## config.mk

```make
export PLATFORM = sky130hd
export DESIGN_NAME = spwRxTop
export DESIGN_NICKNAME = d
export VERILOG_FILES = /design/src/design/spwRxPkg.sv /design/src/design/spwDsDecoder.sv /design/src/design/spwCharDecoder.sv /design/src/design/spwCodeClassifier.sv /design/src/design/spwRxTop.sv
export SDC_FILE = /design/constraint.sdc
export NUM_CORES = 1
export LEC_CHECK = 0
export BUFFER_PORTS_ARGS = -buffer_cell sky130_fd_sc_hd__buf_2
export CORE_AREA = 2 2 72 74
export DETAILED_ROUTE_END_ITERATION = 8
export DIE_AREA = 0 0 74 76
export GPL_TIMING_DRIVEN = 0
export PLACE_DENSITY_LB_ADDON = 0.12
export SETUP_SLACK_MARGIN = 0.02
export SLEW_MARGIN = 20
export SYNTH_ARGS = -nofsm -noshare
export SYNTH_HDL_FRONTEND = slang
export SYNTH_SLANG_ARGS = --single-unit
export TNS_END_PERCENT = 50
```

## constraint.sdc

```tcl
create_clock -name rxClk -period 2.9 [get_ports rxClk]
set_clock_uncertainty 0.2 [all_clocks]
set_input_delay 0.58 -clock rxClk [delete_from_list [all_inputs] [get_ports rxClk]]
set_output_delay 0.58 -clock rxClk [all_outputs]
set_load 0.005 [all_outputs]
```

## src/design/spwRxPkg.sv

```systemverilog
package spwRxPkg;

	// Width of one bit pair handed from the line decoder to the character decoder.
	localparam int pairWidth = 2;

	// Width of a data byte and of a time code.
	localparam int charWidth = 8;

	// Character decoder states. The decoder opens each character in waitIct.
	typedef enum logic [2:0] {
		waitIct, // Parity bit and control flag expected.
		waitCmd, // Two control-code bits expected.
		waitP0, // Data bits 1:0 expected.
		waitP1, // Data bits 3:2 expected.
		waitP2, // Data bits 5:4 expected.
		waitP3 // Data bits 7:6 expected.
	} charState_e;

	// Control codes as received, with the first bit on the line at index 0.
	typedef enum logic [1:0] {
		fct = 2'd0, // Flow control token.
		eop = 2'd1, // Normal end of packet.
		eep = 2'd2, // Error end of packet.
		esc = 2'd3 // Escape, which modifies the next character.
	} ctrlCode_e;

endpackage

```

## src/design/spwDsDecoder.sv

```systemverilog
`timescale 1ns/10ps

module spwDsDecoder #(
	parameter int disconnectCycles = 32
) (
	input logic rxClk,
	input logic reset,
	input logic dsData,
	input logic dsStrobe,
	output logic [spwRxPkg::pairWidth-1:0] pair,
	output logic pairValid,
	output logic disconnect
);
	localparam int countWidth = $clog2(disconnectCycles + 1);

	logic dataQ;
	logic strobeQ;
	logic prevXor;
	logic transition;
	logic halfFull;
	logic firstBit;
	logic started;
	logic [countWidth-1:0] silentCount;

	// Data XOR Strobe toggles once per bit on a DS encoded line.
	assign transition = (dataQ ^ strobeQ) != prevXor;

	always_ff @(posedge rxClk) begin
		if (reset) begin
			dataQ <= 1'b0; // The line idles at zero on both wires.
			strobeQ <= 1'b0;
			prevXor <= 1'b0;
		end else begin
			dataQ <= dsData;
			strobeQ <= dsStrobe;
			prevXor <= dataQ ^ strobeQ;
		end
	end

	always_ff @(posedge rxClk) begin
		if (reset) begin
			halfFull <= 1'b0; // The first bit after reset opens a pair.
			pairValid <= 1'b0;
		end else begin
			pairValid <= 1'b0;
			if (transition && !disconnect) begin
				pairValid <= halfFull;
				halfFull <= ~halfFull;
			end
		end
	end

	always_ff @(posedge rxClk) begin
		if (transition) begin
			if (halfFull) begin
				pair <= {dataQ, firstBit}; // Earlier bit lands at index 0.
			end else begin
				firstBit <= dataQ;
			end
		end
	end

	always_ff @(posedge rxClk) begin
		if (reset) begin
			started <= 1'b0;
			silentCount <= '0;
			disconnect <= 1'b0;
		end else if (transition) begin
			started <= 1'b1;
			silentCount <= '0;
		end else if (started && !disconnect) begin
			if (silentCount == countWidth'(disconnectCycles - 1)) begin
				disconnect <= 1'b1; // Held until reset.
			end else begin
				silentCount <= silentCount + 1'b1;
			end
		end
	end

endmodule

```

## src/design/spwCharDecoder.sv

```systemverilog
`timescale 1ns/10ps

module spwCharDecoder (
	input logic rxClk,
	input logic reset,
	input logic [spwRxPkg::pairWidth-1:0] pair,
	input logic pairValid,
	output logic [spwRxPkg::charWidth-1:0] charData,
	output logic dataChar,
	output logic ctrlChar,
	output logic parityError
);
	localparam int slotWidth = $clog2(spwRxPkg::charWidth / spwRxPkg::pairWidth);

	spwRxPkg::charState_e state;
	spwRxPkg::charState_e nextState;
	logic [slotWidth-1:0] slot;
	logic collectPair;
	logic zeroParity;
	logic parityFail;
	logic nextDataChar;
	logic nextCtrlChar;
	logic [spwRxPkg::pairWidth-1:0] parityPair;

	always_ff @(posedge rxClk) begin
		if (reset) begin
			state <= spwRxPkg::waitIct;
			dataChar <= 1'b0;
			ctrlChar <= 1'b0;
		end else begin
			state <= nextState;
			dataChar <= nextDataChar;
			ctrlChar <= nextCtrlChar;
		end
	end

	// Each pair goes to a fixed slot, so a control code always sits in bits 1:0.
	always_ff @(posedge rxClk) begin
		if (collectPair) begin
			charData[slot*spwRxPkg::pairWidth +: spwRxPkg::pairWidth] <= pair;
		end
	end

	// Running XOR of the bits after the flag, checked by the next opening pair.
	always_ff @(posedge rxClk) begin
		if (reset || zeroParity) begin
			parityPair <= '0;
		end else if (collectPair) begin
			parityPair <= parityPair ^ pair;
		end
	end

	always_ff @(posedge rxClk) begin
		if (reset) begin
			parityError <= 1'b0;
		end else if (parityFail) begin
			parityError <= 1'b1;
		end
	end

	always_comb begin
		nextState = state;
		slot = '0;
		collectPair = 1'b0;
		zeroParity = 1'b0;
		parityFail = 1'b0;
		nextDataChar = 1'b0;
		nextCtrlChar = 1'b0;
		if (pairValid) begin
			case (state)
				spwRxPkg::waitIct: begin
					if (pair[1]) begin // Control flag set.
						nextState = spwRxPkg::waitCmd;
					end else begin
						nextState = spwRxPkg::waitP0;
					end
					parityFail = ~(^(pair ^ parityPair)); // Odd parity over both chars.
					zeroParity = 1'b1;
				end
				spwRxPkg::waitCmd: begin
					collectPair = 1'b1;
					nextCtrlChar = 1'b1;
					nextState = spwRxPkg::waitIct;
				end
				spwRxPkg::waitP0: begin
					collectPair = 1'b1;
					nextState = spwRxPkg::waitP1;
				end
				spwRxPkg::waitP1: begin
					slot = slotWidth'(1);
					collectPair = 1'b1;
					nextState = spwRxPkg::waitP2;
				end
				spwRxPkg::waitP2: begin
					slot = slotWidth'(2);
					collectPair = 1'b1;
					nextState = spwRxPkg::waitP3;
				end
				spwRxPkg::waitP3: begin
					slot = slotWidth'(3);
					collectPair = 1'b1;
					nextDataChar = 1'b1;
					nextState = spwRxPkg::waitIct;
				end
				default: begin
					nextState = spwRxPkg::waitIct;
				end
			endcase
		end
	end

endmodule

```

## src/design/spwCodeClassifier.sv

```systemverilog
`timescale 1ns/10ps

module spwCodeClassifier (
	input logic rxClk,
	input logic reset,
	input logic [spwRxPkg::charWidth-1:0] charData,
	input logic dataChar,
	input logic ctrlChar,
	output logic [spwRxPkg::charWidth-1:0] rxData,
	output logic rxDataValid,
	output logic rxEop,
	output logic rxEep,
	output logic rxFct,
	output logic gotNull,
	output logic [spwRxPkg::charWidth-1:0] timeCode,
	output logic timeValid,
	output logic escError
);
	spwRxPkg::ctrlCode_e ctrlCode;
	logic escPending;

	assign ctrlCode = spwRxPkg::ctrlCode_e'(charData[spwRxPkg::pairWidth-1:0]);

	always_ff @(posedge rxClk) begin
		if (reset) begin
			rxDataValid <= 1'b0;
			rxEop <= 1'b0;
			rxEep <= 1'b0;
			rxFct <= 1'b0;
			gotNull <= 1'b0;
			timeValid <= 1'b0;
			escPending <= 1'b0;
			escError <= 1'b0;
		end else begin
			rxDataValid <= 1'b0;
			rxEop <= 1'b0;
			rxEep <= 1'b0;
			rxFct <= 1'b0;
			gotNull <= 1'b0;
			timeValid <= 1'b0;
			if (dataChar) begin
				if (escPending) begin
					timeValid <= 1'b1; // ESC plus a data character is a time code.
				end else begin
					rxDataValid <= 1'b1;
				end
				escPending <= 1'b0;
			end else if (ctrlChar) begin
				if (escPending) begin
					escPending <= 1'b0;
					if (ctrlCode == spwRxPkg::fct) begin
						gotNull <= 1'b1;
					end else begin
						escError <= 1'b1; // Both characters are dropped.
					end
				end else begin
					case (ctrlCode)
						spwRxPkg::fct: rxFct <= 1'b1;
						spwRxPkg::eop: rxEop <= 1'b1;
						spwRxPkg::eep: rxEep <= 1'b1;
						spwRxPkg::esc: escPending <= 1'b1;
						default: escPending <= 1'b0;
					endcase
				end
			end
		end
	end

	always_ff @(posedge rxClk) begin
		if (dataChar) begin
			if (escPending) begin
				timeCode <= charData;
			end else begin
				rxData <= charData;
			end
		end
	end

endmodule

```

## src/design/spwRxTop.sv

```systemverilog
`timescale 1ns/10ps

module spwRxTop #(
	parameter int disconnectCycles = 32
) (
	input logic rxClk,
	input logic reset,
	input logic dsData,
	input logic dsStrobe,
	output logic [spwRxPkg::charWidth-1:0] rxData,
	output logic rxDataValid,
	output logic rxEop,
	output logic rxEep,
	output logic rxFct,
	output logic gotNull,
	output logic [spwRxPkg::charWidth-1:0] timeCode,
	output logic timeValid,
	output logic parityError,
	output logic escError,
	output logic disconnect
);
	logic [spwRxPkg::pairWidth-1:0] pair;
	logic pairValid;
	logic [spwRxPkg::charWidth-1:0] charData;
	logic dataChar;
	logic ctrlChar;

	spwDsDecoder #(
		.disconnectCycles(disconnectCycles)
	) dsDecoder0 (
		.rxClk(rxClk),
		.reset(reset),
		.dsData(dsData),
		.dsStrobe(dsStrobe),
		.pair(pair),
		.pairValid(pairValid),
		.disconnect(disconnect)
	);

	spwCharDecoder charDecoder0 (
		.rxClk(rxClk),
		.reset(reset),
		.pair(pair),
		.pairValid(pairValid),
		.charData(charData),
		.dataChar(dataChar),
		.ctrlChar(ctrlChar),
		.parityError(parityError)
	);

	spwCodeClassifier codeClassifier0 (
		.rxClk(rxClk),
		.reset(reset),
		.charData(charData),
		.dataChar(dataChar),
		.ctrlChar(ctrlChar),
		.rxData(rxData),
		.rxDataValid(rxDataValid),
		.rxEop(rxEop),
		.rxEep(rxEep),
		.rxFct(rxFct),
		.gotNull(gotNull),
		.timeCode(timeCode),
		.timeValid(timeValid),
		.escError(escError)
	);

endmodule

```

## Word-level counts from Yosys, hierarchy flattened

Index checks and enable logic that the tools add are counted.

| word-level totals | value |
|---|---|
| register bits after elaboration | 56 |

| operators by class | value |
|---|---|
| reduce and logical (&&, ||, !) cells | 22 |
| mux-type cells | 20 |
| $add $sub $neg | 2 |
| equal/unequal tests | 10 |
| bitwise operators | 12 |
| shift operators | 2 |

Operators with widths:

| kind | number |
|---|---|
| $neg A3 Y34 | 1 |
| $shift A2 B34 Y8 const A | 1 |
| $shiftx A2 B34 Y8 | 1 |
| $mux W1 | 15 |
| $pmux W3 S4 | 1 |
| $not A1 Y1 | 10 |
| $reduce_and A2 Y1 | 5 |
| $reduce_or A2 Y1 | 5 |
| $bwmux W8 | 1 |
| $reduce_or A4 Y1 | 2 |
| $add A6 B1 Y6 const B | 1 |
| $eq A3 B2 Y1 const B | 2 |
| $eq A3 B3 Y1 const B | 2 |
| $eq A6 B5 Y1 const B | 1 |
| $pmux W2 S3 | 1 |
| $reduce_or A5 Y1 | 1 |
| $eq A2 B2 Y1 const B | 2 |
| $mux W2 | 2 |
| $reduce_and A4 Y1 | 1 |
| $eq A3 B1 Y1 const B | 1 |
| $logic_not A3 Y1 | 1 |
| $reduce_and A3 Y1 | 1 |
| $eq A2 B1 Y1 const B | 1 |
| $logic_and A1 B1 Y1 | 2 |
| other kinds (7) | 7 |

## Depth between registers and ports, before layout

Gate-level depths: netlist of run 1.

| logic depth | value |
|---|---|
| word-level depth | 6 |
| depth in mapped cells | 8 |
| mapped depth without buffers | 7 |

## Cells and area by module

A second synthesis of run 1 with hierarchy kept.

| unflattened totals | value |
|---|---|
| cell total of the unflattened synthesis | 178 |
| area, all modules | 2265.9 um^2 |

By module, submodules not included:

| module | instances | cells each | area each (um^2) |
|---|---|---|---|
| spwCharDecoder | 1 | 80 | 857.1 |
| spwCodeClassifier | 1 | 40 | 773.2 |
| spwDsDecoder | 1 | 58 | 635.6 |

## Worst setup path after synthesis of run 1

No wires, ideal clock.

| timing | value |
|---|---|
| path kind | register -> register |
| start | register charDecoder0.state[2] |
| end | register charDecoder0.charData[5] in the netlist's numbering, data pin |
| arrival | 1.779 ns |
| buffers on the path | 1 |
| stages on the path, launching flop included | 8 |
| path slack | 0.790 ns |
| path through | dfxtp_1 buf_4 xor2_1 nand3_1 ha_1 or4_1 nor2_1 and2_1 |

| between the ends | value |
|---|---|
| longest elaborated chain between the ends | 6 |
| elaborated cells between the ends (all ways) | 9 |
| classes of those cells | add/sub: 1; eq/ne: 3; shift: 2; mux: 3 |

Ends and longest elaborated chain:

| what | RTL line | source |
|---|---|---|
| from (decl) | spwCharDecoder.sv:15 | `spwRxPkg::charState_e state;` |
| from (signal assigned) | spwCharDecoder.sv:27 | `state <= spwRxPkg::waitIct;` |
| from (signal assigned) | spwCharDecoder.sv:31 | `state <= nextState;` |
| $eq A3 B3 Y1 or $eq A3 B2 Y1 (tied branches) | spwCharDecoder.sv:70 | `case (state)` |
| $pmux W2 S3 * | spwCharDecoder.sv:70 |  |
| $mux W2 * | spwCharDecoder.sv:69 | `if (pairValid) begin` |
| $neg A3 Y34 * | spwCharDecoder.sv:40 | `charData[slot*spwRxPkg::pairWidth +: spwRxPkg::pairWidth] <= pair;` |
| $shiftx A2 B34 Y8 or $shift A2 B34 Y8 (tied branches) | spwCharDecoder.sv:40 |  |
| $bwmux W8 * | spwCharDecoder.sv:40 |  |
| to (signal, indexed assignment) | spwCharDecoder.sv:40 |  |
| to (decl) | spwCharDecoder.sv:8 | `output logic [spwRxPkg::charWidth-1:0] charData,` |

Mark *: on every way between the ends. The rest lies on a longest branch, timed or not.
A chain may end at the register's enable or synchronous reset.

## Worst setup path after layout of run 1

| timing | value |
|---|---|
| start | register charDecoder0.state[2] |
| end | register charDecoder0.charData[4] in the netlist's numbering, data pin |

Same word-level chain as after synthesis.

==> flow_summary.toml, run 1 <==
[run_status]
status = "finished, final reports clean"

[synthesis]
synthTopCellsByArea = "edfxtp_1 (37%), dfxtp_1 (26%), nor2_1 (4.1%), ha_1 (2.3%), nor3_1 (2.1%)"
synth-seq-cells = 56
syn-cell-area_um2 = 2190
synthesis.nets = 190
postSynthAreaPerCell_um2 = 12.1
syn_inst = 182
yosysTopAreaCellShare_pct = 37.0
synth-edff-count = 27
synth_cell_type_count = 41
yosys_warnings = 0
synth_flop_cell = "dfxtp_1"
ys_seq_area_share_pct = 63.4
ys_async_sr_fraction_pct = 0
yosysTopAreaCell = "edfxtp_1"

[cts]
tritoncts = "built"
cts_resized = 0
ctsHoldBuffers = 0
clock_sinks = 56
clk_latency_ps = 310
h-tree-depth = 2
path_clk_slew_ps = 90
post-cts-setup-buffers = 0
clock-root-buffer = "clkbuf_8"
cts_buffers = 5
cts_max_path_buffers = 2

[worst_setup_path]
arrival_ps = 2260
worstPathRequired_ps = 2870
worst-setup-path-type = "flip-flop to flip-flop"
cp-end-kind = "flip-flop"
reg2reg_depth = 7
critPathLaunchType = "flip-flop"
critPathMaxFanout = 10

[detailed_routing]
drt_iter0_drc = 30
drc = 0
drtAntennaViolNets = 0
num_vias = 1411
drt_first_pass_iters = 4
drt-total-wl_mm = 3.43
avgRoutedWirePerCell_um = 11.9
via_per_inst = 4.90

[sta]
rsz0062_at_grt = "false"
fmax_ghz = 0.438
worst_pin_slew_ps = 697
report.final.slew_viol_count = 0
hold_violations = 0
setup_viol = 0
timing.final.crit_share_pct = 78.7
final.setup.tns_ps = 0
max_slew_margin_pct = 53.4
whs_ps = 227
period_needed_ps = 2280

[place]
gp_routability_congestion = 0.766
io_buffers = 28
dp_hpwl_mm = 2.49

[final_layout]
drive_above_1_share_pct = 21.6
final_common_cell = "buf_2"
area_growth_pct = 14.4
n_antenna_cell = 0
layout.nets = 225
final_cell_mix = "buf_2 (30), dfxtp_1 (29), edfxtp_1 (27)"

[floorplanning]
die_w_um = 74
fp.dieH_um = 76
ios = 29
dieArea_um2 = 5620
floorplan.initialDensity_pct = 44.7
coreArea_um2 = 4910
rows = 26

[hold_path]
hold_path.class = "flip-flop to flip-flop"
min_path_cells = 0

[power_and_ir_drop]
peakVddDrop_mv = 0.241
power.density_nw_per_um2 = 529
p_leak_nw = 0.953

[global_routing]
grt_max_degree = 18
antenna_found_initial = 0
grt_use_total_pct = 13.6
grt_overflow = 0
grt_pass1_vias = 1389
grt_pass1_wl_mm = 5.94

[run]
max_cap_violations = 0
-- cell usage after synthesis (2+ instances only) --
library cell and instances:
a31oi_1 2, dfxtp_1 29, buf_2 2, nor2_1 24, and2_1 5, nand2_1 7
nor4b_1 2, mux2i_1 4, xnor2_1 4, inv_1 2, nor3b_1 4, nand3_1 4
o21ai_0 5, clkbuf_1 2, nor3_1 9, a21oi_1 5, edfxtp_1 27, or3_1 2
xor2_1 5, nand2b_1 4, and3_1 6, ha_1 4, nor2b_1 6
-- worst paths after layout --
check / startpoint / to / slack, ps
worst max register to register: charDecoder0.state[2]$_SDFFE_PP0P_ / charDecoder0.charData[4]$_DFFE_PP_ / 620
worst min register to register: dsDecoder0.firstBit$_DFFE_PP_ / dsDecoder0.pair[0]$_DFFE_PP_ / 230
worst max-delay path: charDecoder0.state[2]$_SDFFE_PP0P_ / charDecoder0.charData[4]$_DFFE_PP_ / 620
worst min-delay path: dsDecoder0.firstBit$_DFFE_PP_ / dsDecoder0.pair[0]$_DFFE_PP_ / 230
-- power by group --
group | total (mW) | internal [mW] | switching (mW)
sequential | 0.850 | 0.838 | 0.0121
combinational | 0.0696 | 0.0301 | 0.0395
clock | 0.410 | 0.172 | 0.237
-- cell families (layout without fill, tap and decap cells) --
logic type               after synthesis  count (layout)  share of synthesized area [%]
AND/OR/NAND/NOR                       81              81                           20.3
adder cells (fa/ha/maj)                4               4                           2.28
multiplexers                           4               4                           1.83
AO/OA/AOI/OAI                         18              18                           5.13
XOR/XNOR                              11              11                           5.08
flip-flops                            56              56                           63.4
buffers and inverters                  8              44                           2.00
-- state kept, by name, summed over array words and instances (netlist names), 2 cells and up --
signal                    count
codeClassifier0.rxData        8
charDecoder0.parityPair       2
codeClassifier0.timeCode      8
dsDecoder0.silentCount        6
dsDecoder0.pair               2
charDecoder0.state            3
charDecoder0.charData         8
-- layer usage --
metal | up-vias | part of all wire [%] | track usage, %
li1 | 704 | - | -
met1 | 672 | 43 | 14.7
met2 | 29 | 51 | 24.2
met3 | 6 | 4.4 | 3.84
met4 | 0 | 1.7 | 5.27
met5 | - | 0 | 0
-- layout make-up --
class	count	area, µm²
tap	70	87.6
fill	445	2400
clock inverter	2	16.3
sequential	56	1390
timing repair buffer	28	140
buffer	6	36.3
multi-input combinational	118	758
inverter	2	7.51
clock buffer	6	72.6
-- through the flow --
| stage | utilization (%) | cell area [µm²] | power (mW) | setup WS [ps] | std cells |
|---|---|---|---|---|---|
| finish | 51.1 | 2510 | 1.33 | 618 | 288 |
| global route | 51.1 | 2510 | 1.39 | 448 | 288 |
| CTS | 51.1 | 2510 | 1.35 | 609 | 288 |
| detailed placement | 49.3 | 2420 | 0.939 | 643 | 280 |
| global placement | 49.3 | 2420 | 0.936 | 685 | 280 |
| floorplan | - | 2190 | 0.921 | 790 | 182 |
-- worst max-delay path, cell delays in order (launching register included) --
cell	delay, ps
dfxtp_1	320
buf_4	160
xor2_1	140
nand3_1	200
ha_1	410
or4_1	480
nor2_1	120
and2_1	130
(Power assumes the default switching activity.)
==> run 2: changes to the inputs <==
- ABC_AREA: default -> 1
- clock period: 2.9 -> 1.85 ns (I/O delays scaled with it)
==> run 2 against run 1 <==
Net effect: first-iteration DRC count rose by 93%; sequential power rose by 55%; combinational power rose by 28%; fmax rose by 30%; global-route usage rose by 0.15 points; total power rose by 69%; sequential share of layout area fell by 1.2 points; die area did not move; critical path type unchanged.
==> flow_summary.toml, run 2 <==
[final_layout]
layout.nets = 268
final_common_cell = "nand2_1"
drive_above_1_share_pct = 23.0
final_cell_mix = "nand2_1 (47), buf_2 (28), edfxtp_1 (27)"
multi_input_area_um2 = 681
register_area_um2 = 1400
area_growth_pct = 17.5
n_antenna_cell = 0
nFillCells = 451
reg_top3 = "charDecoder0.charData x8, codeClassifier0.rxData x8, codeClassifier0.timeCode x8"

[synthesis]
ys_async_sr_fraction_pct = 0
synth-seq-cells = 56
syn-cell-area_um2 = 2190
ys_seq_area_share_pct = 63.5
yosys_warnings = 0
yosysMostFrequentCell = "nand2_1"
synth-edff-count = 27
synth_commonest_cells = "nand2_1 (49), dfxtp_1 (29), nor2_1 (28)"
syn_inst = 223
synth_flop_cell = "dfxtp_1"
synth_cell_type_count = 25
synthTopCellsByArea = "edfxtp_1 (37%), dfxtp_1 (26%), nand2_1 (8.4%), nor2_1 (4.8%), inv_1 (4.6%)"
yosysTopAreaCell = "edfxtp_1"
yosysTopAreaCellShare_pct = 37.0
postSynthAreaPerCell_um2 = 9.83
synthesis.nets = 231

[global_routing]
grt_max_degree = 18
grt_pass1_vias = 1429
grt_use_total_pct = 13.7
antenna_found_initial = 0
grt_overflow = 0
grt_pass1_wl_mm = 5.99

[place]
io_buffers = 27
gp_routability_congestion = 0.830
dp_hpwl_mm = 2.47
pre_cts_slack_ps = -30.4

[sta]
setup_ws_ps = 98.3
report.final.slew_viol_count = 0
worst_pin_slew_ps = 732
period_needed_ps = 1750
timing.final.crit_share_pct = 94.7
hold_violations = 0
final.setup.tns_ps = 0
max_slew_margin_pct = 51.0
setup_viol = 0
whs_ps = 56.7
fmax_ghz = 0.571
rsz0062_at_grt = "false"

[cts]
clk_latency_ps = 310
cts_max_path_buffers = 2
cts_buffers = 5
tritoncts = "built"
ctsHoldBuffers = 0
clock-root-buffer = "clkbuf_8"
clock_sinks = 56
path_clk_slew_ps = 100
h-tree-depth = 2

[power_and_ir_drop]
power_mw = 2.24
peakVddDrop_mv = 0.447
p_leak_nw = 1.04
power.density_nw_per_um2 = 869

[worst_setup_path]
crit_chain = "inv_2 > nand4_1 > o21ai_4 > inv_2 > ha_1 > inv_2 > nand2_1 > nor2_1"
worst-setup-path-type = "flip-flop to flip-flop"
r2r_start = "charDecoder0.state[2]$_SDFFE_PP0P_"
cp-end-kind = "flip-flop"
rrSetupSlack_ps = 100
reg2reg_depth = 8
arrival_ps = 1630
worstPathRequired_ps = 1720
r2r_end = "charDecoder0.charData[3]$_DFFE_PP_"
slowest_stage = "dfxtp_2"
critPathMaxFanout = 5
cp_common_cell = "inv_2"
critPathMaxStageDelay_ps = 360
critPathLaunchType = "flip-flop"

[hold_path]
worstHoldEndpoint = "dsDecoder0.dataQ$_SDFF_PP0_"
min_path_cells = 3
hp-start = "dsData"
hold_path.class = "primary input to flip-flop"

[detailed_routing]
num_vias = 1502
drt_first_pass_iters = 4
drtAntennaViolNets = 0
avgRoutedWirePerCell_um = 10.5
via_per_inst = 4.54
drc = 0
drt_iter0_drc = 58
drt-total-wl_mm = 3.48

[floorplanning]
floorplan.initialDensity_pct = 44.6
dieArea_um2 = 5620
fp.dieH_um = 76
ios = 29
rows = 26
coreArea_um2 = 4910
die_w_um = 74

[run]
max_cap_violations = 0

[run_status]
status = "finished, final reports clean"
==> run 2: cell count changes after synthesis, moves of 5 or more <==
cell	change
nand2_1	+42
inv_1	+25
a21oi_1	+12
and3_1	-6
nor2b_1	-6
and2_1	-5
nand3_1	+5
==> run 2: worst max-delay path by stage <==
stage / slack, ps / from / endpoint / depth (start not counted)
4_1_cts: 40 / charDecoder0.state[2]$_SDFFE_PP0P_ / charDecoder0.charData[5]$_DFFE_PP_ / 8
3_5_place_dp: -30 / charDecoder0.state[0]$_SDFFE_PP0P_ / charDecoder0.charData[2]$_DFFE_PP_ / 7
6_report: 100 / charDecoder0.state[2]$_SDFFE_PP0P_ / charDecoder0.charData[3]$_DFFE_PP_ / 8
3_3_place_gp: -30 / charDecoder0.state[2]$_SDFFE_PP0P_ / charDecoder0.charData[3]$_DFFE_PP_ / 8
5_1_grt: 30 / charDecoder0.state[0]$_SDFFE_PP0P_ / charDecoder0.charData[3]$_DFFE_PP_ / 7
2_1_floorplan: 140 / charDecoder0.state[2]$_SDFFE_PP0P_ / charDecoder0.charData[2]$_DFFE_PP_ / 8
==> run 2: per-stage QoR <==
| step | cell area [µm²] | instances | util (%) |
|---|---|---|---|
| after floorplan | 2190 | 223 | - |
| after global placement | 2410 | 320 | 49.2 |
| after detailed placement | 2410 | 320 | 49.2 |
| after CTS | 2560 | 330 | 52.0 |
| after global routing | 2580 | 331 | 52.4 |
| final | 2580 | 331 | 52.4 |
==> run 2: critical path: cells and delay by family, from the launching register on <==
family / cells / cell delay [ps]
AOI/OAI and AO/OA: 1 / 120
adders and majority gates: 1 / 310
buffers and inverters: 3 / 210
DFF: 1 / 360
and+or+nand+nor: 3 / 320
==> run 2: timing repair <==
action | 4_1_cts | 5_1_grt
setup endpoints to repair | 8 | 12
resized for setup | 3 | 8
pin swaps | 1 | 0
setup buffers | 2 | 1
==> run 2: routing by layer <==
metal / vias to the layer above / global-route usage [%] / routed length [µm]
met5: - / 0 / 0
met4: 0 / 5.45 / 59
met3: 6 / 3.97 / 125
met2: 24 / 24.5 / 1780
met1: 678 / 14.8 / 1520
li1: 794 / - / -
==> run 2: cell type report <==
type	instances	share of cell area [%]
sequential	56	54.2
inverter	31	4.81
buffer	2	0.340
timing repair buffer	30	6.12
clock buffer	6	3.21
multi-input combinational	134	26.4
tap	70	3.40
clock inverter	2	1.51
==> run 2: cell families after synthesis <==
| logic type | count (synthesis) | synth area share (%) |
|---|---|---|
| XOR/XNOR | 7 | 2.80 |
| buffers and inverters | 33 | 5.94 |
| adder cells (fa/ha/maj) | 4 | 2.28 |
| AND/OR/NAND/NOR | 101 | 19.7 |
| AO/OA/AOI/OAI | 22 | 5.82 |
| flip-flops | 56 | 63.5 |
==> run 2: power by group <==
group	total, mW	internal (mW)	switching, mW
clock network	0.827	0.443	0.384
registers	1.32	1.31	0.0157
logic	0.0894	0.0289	0.0605
total	2.24	1.78	0.460
==> run 3: changes to the inputs <==
==> constraint.sdc (replaced) <==
create_clock -name rxClk -period 1.85 [get_ports rxClk]
set_clock_uncertainty 0.2 [all_clocks]
set_input_delay 0.185 -clock rxClk [delete_from_list [all_inputs] [get_ports rxClk]]
set_output_delay 0.185 -clock rxClk [all_outputs]
set_load 0.005 [all_outputs]
==> run 3 against run 2 <==
Net effect: first-iteration DRC count is 8.6% lower; cell count increased by 0.60%; hold slack gained 46 ps; highest routed layer unchanged.
==> flow_summary.toml, run 3 (synthesis results as in run 2) <==
[place]
placed_area_um2 = 2410
gp_routability_congestion = 0.830
dp_hpwl_mm = 2.47
io_buffers = 27

[detailed_routing]
via_per_inst = 4.54
avgRoutedWirePerCell_um = 10.5
drt_iter0_drc = 53
num_vias = 1511
drc = 0
drtAntennaViolNets = 0
drt_first_pass_iters = 4
drt-total-wl_mm = 3.50

[cts]
path_clk_slew_ps = 100
h-tree-depth = 2
tritoncts = "built"
clock_sinks = 56
clock-root-buffer = "clkbuf_8"
clk_latency_ps = 310
cts_buffers = 5
cts_max_path_buffers = 2

[sta]
period_needed_ps = 1750
worst_pin_slew_ps = 732
timing.final.crit_share_pct = 94.7
whs_ps = 102
max_slew_margin_pct = 51.0
setup_viol = 0
rsz0062_at_grt = "false"
hold_violations = 0
report.final.slew_viol_count = 0
fmax_ghz = 0.571

[worst_setup_path]
critPathMaxFanout = 5
arrival_ps = 1630
worst-setup-path-type = "flip-flop to flip-flop"
worstPathRequired_ps = 1720
cp-end-kind = "flip-flop"
critPathLaunchType = "flip-flop"

[final_layout]
register_area_um2 = 1400
nFillCells = 449
layout.nets = 270
final_cell_mix = "nand2_1 (47), buf_2 (28), edfxtp_1 (27)"
design_area_um2 = 2600
multi_input_area_um2 = 681
n_antenna_cell = 0
drive_above_1_share_pct = 22.8
area_growth_pct = 18.4
reg_top3 = "charDecoder0.charData x8, codeClassifier0.rxData x8, codeClassifier0.timeCode x8"
final_util_pct = 52.9
final_common_cell = "nand2_1"

[floorplanning]
coreArea_um2 = 4910
rows = 26
fp.dieH_um = 76
dieArea_um2 = 5620
floorplan.initialDensity_pct = 44.6
die_w_um = 74
ios = 29

[power_and_ir_drop]
p_leak_nw = 1.04
power_mw = 2.24
power.density_nw_per_um2 = 864
peakVddDrop_mv = 0.447

[run]
max_cap_violations = 0

[global_routing]
grt_use_total_pct = 13.8
grt_pass1_wl_mm = 6.03
grt_pass1_vias = 1447
grt_max_degree = 18
met3_usage_pct = 3.97
grt_use_met1_pct = 14.8
antenna_found_initial = 0
busiest_layer = "met2"
use_met2_pct = 24.7
grt_overflow = 0

[run_status]
status = "finished, final reports clean"

[hold_path]
hold_path.class = "primary input to flip-flop"
## run 3: cell count changes in the layout (fill, tap and decap cells not counted), sizes merged
cell         before  now
dlygate4sd3       0    2
## run 3: layout make-up
class	count	share of cell area (%)
Sequential cell	56	53.8
Multi-Input combinational cell	134	26.2
Timing Repair Buffer	32	6.84
Inverter	31	4.77
Tap cell	70	3.37
Clock buffer	6	3.18
Clock inverter	2	1.49
Buffer	2	0.337
## run 3: metal layers
layer	wire [µm]	vias to the layer above
met5	0	-
met2	1800	24
met1	1520	683
li1	-	798
met3	126	6
met4	61	0
## run 3: timing repair
item | CTS | global route
setup endpoints to repair | 8 | 12
pin swaps | 1 | 0
gates resized for setup | 3 | 8
hold buffers | 2 | 0
setup buffers | 2 | 1
endpoints found under the hold margin | 2 | 0
## run 3: worst max-delay path, stage by stage, from the launching register on
cell and delay [ps]:
dfxtp_2 360, inv_2 80, nand4_1 170, o21ai_4 120, inv_2 70, ha_1 310, inv_2 60, nand2_1 100
nor2_1 50
## run 3: stage by stage
| stage | cells | setup TNS [ps] | worst slack [ps] |
|---|---|---|---|
| 2_1_floorplan | 223 | 0 | 143 |
| 3_3_place_gp | 320 | -109 | -30.3 |
| 3_5_place_dp | 320 | -109 | -30.4 |
| 4_1_cts | 332 | 0 | 43.1 |
| 5_1_grt | 333 | 0 | 31.1 |
| 6_report | 333 | 0 | 98.0 |
## run 3: report_power, final
group | internal (mW) | total, mW | switching, mW
combinational | 0.0316 | 0.0927 | 0.0610
sequential | 1.31 | 1.32 | 0.0156
clock | 0.443 | 0.826 | 0.384
total | 1.78 | 2.24 | 0.460
## run 3: final timing paths
kind | from | to | slack (ps) | cells after the start
max | charDecoder0.state[2]$_SDFFE_PP0P_ | charDecoder0.charData[3]$_DFFE_PP_ | 100 | 8
min | reset | dsDecoder0.started$_SDFFE_PP0N_ | 100 | 2
max reg2reg | charDecoder0.state[2]$_SDFFE_PP0P_ | charDecoder0.charData[3]$_DFFE_PP_ | 100 | 8
min reg2reg | codeClassifier0.escError$_SDFFE_PP0P_ | codeClassifier0.escError$_SDFFE_PP0P_ | 250 | 2
